**src/source/alu_pkg.sv**
```systemverilog
package alu_pkg;

    // Opcode field width on the switches
    localparam int OP_WIDTH = 6;

    // MIPS-style function codes
    typedef enum logic [OP_WIDTH-1:0] {
        ALU_ADD = 6'b100000,    // Signed add
        ALU_SUB = 6'b100010,    // Signed subtract
        ALU_AND = 6'b100100,
        ALU_OR  = 6'b100101,
        ALU_XOR = 6'b100110,
        ALU_NOR = 6'b100111,
        ALU_SRA = 6'b000011,    // Arithmetic shift right
        ALU_SRL = 6'b000010     // Logical shift right
    } alu_op_e;

    // Codes outside this list are legal on the switches.
    // The ALU maps them to a zero result.

endpackage

```
**src/source/button_debounce.sv**
```systemverilog
`timescale 1ns/1ps

module button_debounce #(
    parameter int DEBOUNCE_CYCLES = 1000000     // Cycles a new level must hold
) (
    input  logic i_clock,
    input  logic i_reset,
    input  logic i_button,      // Raw asynchronous level
    output logic o_press        // One-cycle pulse per accepted press
);

    // Counter runs 0 .. DEBOUNCE_CYCLES-1
    localparam int CNT_W = (DEBOUNCE_CYCLES > 1) ? $clog2(DEBOUNCE_CYCLES) : 1;
    localparam logic [CNT_W-1:0] CNT_LAST = CNT_W'(DEBOUNCE_CYCLES - 1);

    logic             sync_meta;        // First synchronizer stage
    logic             sync_level;       // Safe to use in this clock domain
    logic             stable_level;     // Last accepted level
    logic [CNT_W-1:0] stable_cnt;       // Cycles the new level has held
    logic             level_change;

    // Two-flop synchronizer
    always_ff @(posedge i_clock) begin
        if (i_reset) begin
            sync_meta  <= 1'b0;
            sync_level <= 1'b0;
        end else begin
            sync_meta  <= i_button;
            sync_level <= sync_meta;
        end
    end

    assign level_change = (sync_level != stable_level);

    // Accept a new level only after it held for the full count
    always_ff @(posedge i_clock) begin
        if (i_reset) begin
            stable_level <= 1'b0;
            stable_cnt   <= '0;
            o_press      <= 1'b0;
        end else begin
            o_press <= 1'b0;
            if (!level_change) begin
                stable_cnt <= '0;                   // Bounce back, start over
            end else if (stable_cnt == CNT_LAST) begin
                stable_level <= sync_level;
                stable_cnt   <= '0;
                o_press      <= sync_level;         // Rising change only
            end else begin
                stable_cnt <= stable_cnt + 1'b1;
            end
        end
    end

endmodule

```
**src/source/alu_input_ctrl.sv**
```systemverilog
`timescale 1ns/1ps

module alu_input_ctrl #(
    parameter int N = 5     // Operand width
) (
    input  logic                              i_clock,
    input  logic                              i_reset,
    input  logic [2*N+alu_pkg::OP_WIDTH-1:0]  i_sw,         // {op, B, A}
    input  logic                              i_load_a,     // Debounced press pulses
    input  logic                              i_load_b,
    input  logic                              i_load_op,
    output logic [N-1:0]                      o_alu_a,
    output logic [N-1:0]                      o_alu_b,
    output alu_pkg::alu_op_e                  o_alu_op
);

    import alu_pkg::*;

    logic [N-1:0]        sw_a;
    logic [N-1:0]        sw_b;
    logic [OP_WIDTH-1:0] sw_op;

    // Switch bus fields
    assign sw_a  = i_sw[N-1:0];
    assign sw_b  = i_sw[2*N-1:N];
    assign sw_op = i_sw[2*N +: OP_WIDTH];

    // Operand A
    always_ff @(posedge i_clock) begin
        if (i_reset) begin
            o_alu_a <= '0;
        end else if (i_load_a) begin
            o_alu_a <= sw_a;
        end
    end

    // Operand B
    always_ff @(posedge i_clock) begin
        if (i_reset) begin
            o_alu_b <= '0;
        end else if (i_load_b) begin
            o_alu_b <= sw_b;
        end
    end

    // Opcode, taken as is
    // An unlisted code still reaches the ALU, which returns zero for it
    always_ff @(posedge i_clock) begin
        if (i_reset) begin
            o_alu_op <= ALU_ADD;
        end else if (i_load_op) begin
            o_alu_op <= alu_op_e'(sw_op);
        end
    end

endmodule

```
**src/source/alu.sv**
```systemverilog
`timescale 1ns/1ps

module alu #(
    parameter int N = 5     // Operand and result width
) (
    input  logic             i_clock,
    input  logic             i_reset,
    input  logic [N-1:0]     i_alu_a,
    input  logic [N-1:0]     i_alu_b,
    input  alu_pkg::alu_op_e i_alu_op,
    output logic [N-1:0]     o_alu_result,
    output logic             o_overflow_flag,   // Signed overflow, ADD/SUB only
    output logic             o_zero_flag
);

    import alu_pkg::*;

    logic [N-1:0] sum;
    logic [N-1:0] diff;
    logic         sum_ovf;
    logic         diff_ovf;
    logic         shift_big;        // B selects a shift of N or more
    logic [N-1:0] next_result;
    logic         next_ovf;

    assign sum  = i_alu_a + i_alu_b;
    assign diff = i_alu_a - i_alu_b;

    // Same operand signs but the sum flips sign
    assign sum_ovf = (i_alu_a[N-1] == i_alu_b[N-1]) && (sum[N-1] != i_alu_a[N-1]);

    // Opposite signs and the difference takes the sign of B
    assign diff_ovf = (i_alu_a[N-1] != i_alu_b[N-1]) && (diff[N-1] != i_alu_a[N-1]);

    assign shift_big = (i_alu_b >= N);

    always_comb begin
        next_result = '0;
        next_ovf    = 1'b0;
        case (i_alu_op)
            ALU_ADD: begin
                next_result = sum;
                next_ovf    = sum_ovf;
            end
            ALU_SUB: begin
                next_result = diff;
                next_ovf    = diff_ovf;
            end
            ALU_AND: next_result = i_alu_a & i_alu_b;
            ALU_OR:  next_result = i_alu_a | i_alu_b;
            ALU_XOR: next_result = i_alu_a ^ i_alu_b;
            ALU_NOR: next_result = ~(i_alu_a | i_alu_b);
            ALU_SRA: begin
                if (shift_big) begin
                    next_result = {N{i_alu_a[N-1]}};    // Sign fill
                end else begin
                    next_result = $signed(i_alu_a) >>> i_alu_b;
                end
            end
            ALU_SRL: begin
                if (shift_big) begin
                    next_result = '0;
                end else begin
                    next_result = i_alu_a >> i_alu_b;
                end
            end
            default: next_result = '0;      // Unknown code
        endcase
    end

    // Result and flags change on the same edge
    always_ff @(posedge i_clock) begin
        if (i_reset) begin
            o_alu_result    <= '0;
            o_overflow_flag <= 1'b0;
            o_zero_flag     <= 1'b1;    // Result is zero after reset
        end else begin
            o_alu_result    <= next_result;
            o_overflow_flag <= next_ovf;
            o_zero_flag     <= (next_result == '0);
        end
    end

endmodule

```
**src/source/alu_top.sv**
```systemverilog
`timescale 1ns/1ps

module alu_top #(
    parameter int N               = 5,          // Operand width
    parameter int DEBOUNCE_CYCLES = 1000000,    // About 10 ms at 100 MHz
    localparam int N_SW           = 2*N + alu_pkg::OP_WIDTH
) (
    input  logic            i_clock,
    input  logic            i_reset,
    input  logic [N_SW-1:0] i_switches,         // {op, B, A}
    input  logic            i_button_a,
    input  logic            i_button_b,
    input  logic            i_button_op,
    output logic [N-1:0]    o_led_result,
    output logic            o_overflow_flag,
    output logic            o_zero_flag
);

    import alu_pkg::*;

    logic         press_a;
    logic         press_b;
    logic         press_op;
    logic [N-1:0] alu_a;
    logic [N-1:0] alu_b;
    alu_op_e      alu_op;

    // One conditioner per push button
    button_debounce #(.DEBOUNCE_CYCLES(DEBOUNCE_CYCLES)) u_deb_a (
        .i_clock  (i_clock),
        .i_reset  (i_reset),
        .i_button (i_button_a),
        .o_press  (press_a)
    );

    button_debounce #(.DEBOUNCE_CYCLES(DEBOUNCE_CYCLES)) u_deb_b (
        .i_clock  (i_clock),
        .i_reset  (i_reset),
        .i_button (i_button_b),
        .o_press  (press_b)
    );

    button_debounce #(.DEBOUNCE_CYCLES(DEBOUNCE_CYCLES)) u_deb_op (
        .i_clock  (i_clock),
        .i_reset  (i_reset),
        .i_button (i_button_op),
        .o_press  (press_op)
    );

    // Operand and opcode registers
    alu_input_ctrl #(.N(N)) u_ctrl (
        .i_clock   (i_clock),
        .i_reset   (i_reset),
        .i_sw      (i_switches),
        .i_load_a  (press_a),
        .i_load_b  (press_b),
        .i_load_op (press_op),
        .o_alu_a   (alu_a),
        .o_alu_b   (alu_b),
        .o_alu_op  (alu_op)
    );

    // ALU outputs drive the LEDs directly
    alu #(.N(N)) u_alu (
        .i_clock         (i_clock),
        .i_reset         (i_reset),
        .i_alu_a         (alu_a),
        .i_alu_b         (alu_b),
        .i_alu_op        (alu_op),
        .o_alu_result    (o_led_result),
        .o_overflow_flag (o_overflow_flag),
        .o_zero_flag     (o_zero_flag)
    );

endmodule

```
**config.mk**
```make
export PLATFORM = sky130hd
export DESIGN_NAME = alu_top
export DESIGN_NICKNAME = d
export VERILOG_FILES = /design/src/source/alu_pkg.sv /design/src/source/button_debounce.sv /design/src/source/alu_input_ctrl.sv /design/src/source/alu.sv /design/src/source/alu_top.sv
export SDC_FILE = /design/constraint.sdc
export NUM_CORES = 1
export LEC_CHECK = 0
export ABC_AREA = 1
export BUFFER_PORTS_ARGS = -buffer_cell sky130_fd_sc_hd__buf_2
export CORE_MARGIN = 2
export CORE_UTILIZATION = 32
export DETAILED_ROUTE_END_ITERATION = 10
export SYNTH_ARGS = -nofsm -noshare
export SYNTH_HDL_FRONTEND = slang
export SYNTH_SLANG_ARGS = --single-unit
```
**constraint.sdc**
```tcl
create_clock -name i_clock -period 2.35 [get_ports i_clock]
set_input_delay 0.1175 -clock i_clock [delete_from_list [all_inputs] [get_ports i_clock]]
set_output_delay 0.1175 -clock i_clock [all_outputs]
set_load 0.02 [all_outputs]
```
==> results.toml, run 1 <==
[critical_path]
cp_cell_sequence = "inv_1 > fa_1 > nand3b_1 > nand2_1 > nand2_1 > nand3_1 > nand3b_1 > nor2_1 > nand2_1 > o21bai_1"
rrSetupSlack_ns = 0.30
path_buf_inv = 1
path_common_cell = "nand2_1"
cp_slowest_stage_delay_ns = 0.48
required_ns = 2.62
worstReg2RegStart = "u_ctrl.o_alu_b[1]"
worst-path-max-fanout = 8
cp-start-kind = "register"
cp_slowest_cell = "dfxtp_1"
cp.arrival_ns = 2.32
cpLargestDelayFamily = "simple AND/OR/NAND/NOR gates"
critPathCaptureType = "register"
criticalPathCategory = "reg -> reg"
rr_worst_depth = 10
rr_endpoint = "u_alu.o_zero_flag"

[finish]
drive_gt1_frac = 0.0863
area_growth_pct = 14.6
final_core_util = 0.378
final_cell_count_no_fill = 987
antenna_cells = 0
finalNetCount = 812

[clock_network]
cts.sinks = 95
root_buffer = "clkbuf_16"
h-tree-depth = 3
cts_tree = "done"
path_clk_slew_ns = 0.06
numCtsBuffers = 9
clock_latency_ns = 0.34
cts_buffer_depth = 2

[placed_design]
dp.cells = 968
numPortBuffers = 27
hpwl_um = 8590
gp_congestion = 0.905

[status]
status = "finished, final reports clean"

[timing]
finalCriticalPeriod_ns = 2.05
max_slew_margin = 0.671
clock_skew_ns = 0.00596
worst_pin_slew_ns = 0.493
finalSetupTns_ns = 0
clock.fmax_mhz = 488
period_share = 0.872
finalSetupViolCount = 0
maxSlewViolCount = 0
hold_viol = 0
rsz0062_at_grt = "false"

[yosys]
synthCells = 734
synth.cell_area_sq_um = 5060
synth.avg_cell_area_sq_um = 6.89
ys_seq_area_frac = 0.376
ys_warn_count = 0
synth.largest_area_cell = "dfxtp_1"
ys_types = 39
yosys-top-cells-area = "dfxtp_1 38%, nand2_1 11%, nor2_1 8.8%, inv_1 7.3%, nand3_1 6.0%"
synth_fp_nets = 775
ys_seq_elements = 95
synth_top_area_share = 0.376

[global_routing]
grt_max_degree = 22
overflow = 0
first_global_vias = 4093
antenna_found_initial = 0
grt_usage = 0.142
grt_pass1_wl_um = 19200

[hold_path]
hold_depth = 3
hold_path.class = "in -> reg"
min_to = "u_ctrl.o_alu_op[5]"
min-delay-start = "i_switches[15]"

[floorplan]
ioPinCount = 28
core_area_sq_um = 15300
die_area_sq_um = 16800
rows = 45
fp.dieH_um = 130
start_util = 0.330
fp.dieW_um = 130

[power_and_ir_drop]
peakVddDrop_mv = 0.328
total_power_mw = 3.19
power_density_nw_per_um2 = 550
p_leak_nw = 2.35

[route]
routedWlPerCell_um = 11.5
final_antenna_net_count = 0
drtPass1Iterations = 6
wirelength_um = 11300
drc = 0
drtIter0Drc = 286
vias_per_cell = 4.56
vias = 4502

[run]
cap_violations = 0
==> state kept, by name, indices dropped and copies added (netlist names), 5 cells and up <==
signal,cells
u_deb_op.stable_cnt,20
u_deb_a.stable_cnt,20
u_alu.o_alu_result,5
u_ctrl.o_alu_a,5
u_ctrl.o_alu_op,6
u_deb_b.stable_cnt,20
u_ctrl.o_alu_b,5
==> synth_stat cells <==
master and instances:
nor3_2 2, buf_4 2, nand3_1 61, ha_1 18, a21oi_1 51, buf_2 6, inv_2 1, nand2_1 143
nand3b_1 8, o21bai_1 1, a21boi_0 1, nor2_4 2, nor3_1 23, xnor2_1 4, nand4_1 19, or3_1 1
nor3_4 1, a211oi_1 1, nand4_4 1, clkinv_1 3, o21ai_0 23, o211ai_1 2, fa_1 2, nor4_1 7
and3_2 1, nor3b_2 1, clkbuf_1 3, nor3b_1 3, nor2_2 1, nor2_1 118, o31ai_1 1, a31oi_1 1
nand3_2 1, or2_2 5, inv_1 98, dfxtp_1 95, nand2_2 1, and3_1 1, xor2_1 21
==> worst max path at each step <==
stage               cells after the start                 to  slack [ns]              start
floorplan                              11  u_alu.o_zero_flag        0.48  u_ctrl.o_alu_b[0]
global placement                       11  u_alu.o_zero_flag        0.28  u_ctrl.o_alu_b[0]
detailed placement                     11  u_alu.o_zero_flag        0.24  u_ctrl.o_alu_b[0]
CTS                                    11  u_alu.o_zero_flag        0.20  u_ctrl.o_alu_b[0]
global route                           10  u_alu.o_zero_flag        0.07  u_ctrl.o_alu_b[1]
finish                                 10  u_alu.o_zero_flag        0.30  u_ctrl.o_alu_b[1]
==> worst min-delay path, stage by stage <==
cell,delay [ns]
buf_2,0.10
a21oi_1,0.06
o21ai_0,0.07
==> cell usage in the layout (no fill, tap or decap), types with 5 or more instances in the layout <==
master     netlist  final
nand4_1         19     19
ha_1            18     18
inv_1           98     98
xor2_1          21     21
nor2_1         118    118
o21ai_0         23     23
clkbuf_16        0      9
nor4_1           7      7
dfxtp_1         95     94
a21oi_1         51     51
or2_2            5      5
buf_4            2      7
nor3_1          23     23
nand3_1         61     61
nand2_1        143    143
nand3b_1         8      8
buf_2            6     27
==> per-layer routing <==
| layer | share of wire | vias to the layer above | track usage |
|---|---|---|---|
| li1 | - | 2437 | - |
| met1 | 0.50 | 1968 | 0.194 |
| met2 | 0.44 | 84 | 0.221 |
| met3 | 0.040 | 13 | 0.0291 |
| met4 | 0.015 | 0 | 0.0557 |
| met5 | 0 | - | 0 |
==> power by group <==
part / internal [mW] / switching [mW] / total (mW)
clock network: 0.909 / 0.601 / 1.51
registers: 1.62 / 0.00393 / 1.62
logic: 0.0251 / 0.0330 / 0.0581
==> timing repair <==
item                                    4_1_cts  5_1_grt
hold buffers                                  3        0
buffers inserted                              0        0
gates resized for setup                       0        1
endpoints found under the setup margin        0        1
hold endpoints to repair                      3        0
==> logic make-up after synthesis <==
logic type / count (synthesis) / share of synthesized area
simple gates: 400 / 0.358
buf+inv: 113 / 0.0868
compound gates: 81 / 0.0834
flops: 95 / 0.376
fa+ha+maj: 20 / 0.0524
xor+xnor: 25 / 0.0433
==> metrics by stage <==
stage | hold slack [ns] | setup slack (ns) | area [sq um]
floorplan | 0.224 | 0.480 | 5060
global placement | 0.334 | 0.279 | 5450
detailed placement | 0.334 | 0.239 | 5450
CTS | 0.0433 | 0.200 | 5790
global route | 0.0722 | 0.0717 | 5800
finish | 0.0498 | 0.302 | 5800
==> area by class of cell <==
class	count	area, sq um
well taps	211	264
repair buffers	37	218
clock buffers	13	270
multi-input cells	526	2720
flip-flops and latches	95	1900
inverters	102	383
clock inverters	3	40.0
fillers	1639	9520
No activity file was read; power rests on OpenSTA's default activity.
==> inputs of run 2 (changes only) <==
==> constraint.sdc (replaced) <==
create_clock -name i_clock -period 2.2 [get_ports i_clock]
set_input_delay 0.44 -clock i_clock [delete_from_list [all_inputs] [get_ports i_clock]]
set_output_delay 0.44 -clock i_clock [all_outputs]
set_load 0.02 [all_outputs]
==> results.toml, run 2 (synthesis results as in run 1) <==
[critical_path]
cp_slowest_stage_delay_ns = 0.47
cp-start-kind = "register"
worst-path-max-fanout = 8
path_common_cell = "nand3_1"
critPathCaptureType = "register"
cp_slowest_cell = "ha_2"
cp_cell_sequence = "inv_1 > ha_2 > inv_1 > a21oi_1 > nand3_1 > nand3_1 > nand3_1 > nor2_1 > nand3_1 > o21bai_1"
required_ns = 2.48
criticalPathCategory = "reg -> reg"
cp.arrival_ns = 2.25

[finish]
final_common_cell = "nand2_1"
final_cell_count_no_fill = 988
drive_gt1_frac = 0.0940
multiInputGateArea_sq_um = 2730
ff_latch_area_sq_um = 1900
layout_common_cells = "143 x nand2_1, 117 x nor2_1, 98 x inv_1"
antenna_cells = 0
fillCellCount = 1652
finalNetCount = 813
final_core_util = 0.378
top_regs = "u_deb_a.stable_cnt x20, u_deb_b.stable_cnt x20, u_deb_op.stable_cnt x20"
design_area_sq_um = 5790
area_growth_pct = 14.4

[clock_network]
cts_buffer_depth = 2
cts.sinks = 95
cts_hold_buf = 0
numCtsBuffers = 9
cts_tree = "done"
path_clk_slew_ns = 0.07
h-tree-depth = 3
clock_latency_ns = 0.35
root_buffer = "clkbuf_16"

[timing]
period_share = 0.896
maxSlewViolCount = 0
finalSetupTns_ns = 0
finalSetupViolCount = 0
timing.final.ws_setup_ns = 0.229
worst_pin_slew_ns = 0.525
hold_viol = 0
clock_skew_ns = 0.0136
clock.fmax_mhz = 507
max_slew_margin = 0.648
finalCriticalPeriod_ns = 1.97
hold_ws_ns = 0.303

[global_routing]
grt_usage = 0.143
grt_max_degree = 22
first_global_vias = 4048
antenna_found_initial = 0
overflow = 0
grt_pass1_wl_um = 19200

[placed_design]
numPortBuffers = 27
dp.cells = 972
placed_cell_area_sq_um = 5480
gp_congestion = 0.925
hpwl_um = 8690
dp_slack_ns = 0.246

[power_and_ir_drop]
seq_power_share = 0.515
p_int_mw = 2.66
total_power_mw = 3.36
p_clk_frac = 0.467
p_leak_nw = 2.34
switchingPower_mw = 0.695
power.share.combinational = 0.018
peakVddDrop_mv = 0.373
swShare = 0.207
power_density_nw_per_um2 = 580

[route]
wirelength_um = 11500
drtIter0Drc = 322
vias_per_cell = 4.59
vias = 4535
routedWlPerCell_um = 11.6
drc = 0
final_antenna_net_count = 0
drtPass1Iterations = 7

[floorplan]
die_area_sq_um = 16800
fp.dieW_um = 130
rows = 45
start_util = 0.330
core_area_sq_um = 15300
fp.dieH_um = 130
ioPinCount = 28

[status]
status = "finished, final reports clean"

[run]
cap_violations = 0

[hold_path]
hold_path.class = "in -> reg"
## run 2: path summary, 6_finish.rpt
check                          from            endpoint  slack, ns  cells past startpoint
hold reg to reg   u_deb_a.sync_meta  u_deb_a.sync_level       0.40                      2
hold / removal           i_button_a   u_deb_a.sync_meta       0.30                      3
setup / recovery  u_ctrl.o_alu_b[2]   u_alu.o_zero_flag       0.23                     10
setup reg to reg  u_ctrl.o_alu_b[2]   u_alu.o_zero_flag       0.23                     10
## run 2: per-layer routing
layer	part of all wire	up-vias	wire, um	GRT usage
met5	0	-	0	0
met4	0.017	0	196	0.0544
met3	0.043	12	493	0.0303
met2	0.44	85	5070	0.219
met1	0.50	1995	5730	0.199
li1	-	2443	-	-
## run 2: cell type report
class | count | share of cell area
clock buffers | 13 | 0.0432
clock inverters | 3 | 0.00735
inverters | 102 | 0.0661
multi-input cells | 526 | 0.471
flip-flops and latches | 95 | 0.329
well taps | 211 | 0.0456
repair buffers | 38 | 0.0376
## run 2: critical path, delay by kind of cell, from the launching register on
| kind | cells | cell delay (ns) |
|---|---|---|
| AO/OA/AOI/OAI | 2 | 0.31 |
| flip-flops | 1 | 0.38 |
| AND/OR/NAND/NOR | 5 | 0.49 |
| adder cells (fa/ha/maj) | 1 | 0.47 |
| buffers and inverters | 2 | 0.24 |
## run 2: power by group through the flow
stage                     sequential, mW  combinational (mW)  clock (mW)
after floorplan                     1.77              0.0304           0
after global placement              1.77              0.0619           0
after detailed placement            1.77              0.0609           0
after CTS                           1.73              0.0612        1.62
after global routing                1.73              0.0681        1.68
final                               1.73              0.0599        1.57
## run 2: what timing repair did
item | in CTS | in global routing
endpoints found under the setup margin | 0 | 1
setup buffers | 0 | 0
gates resized for setup | 0 | 5
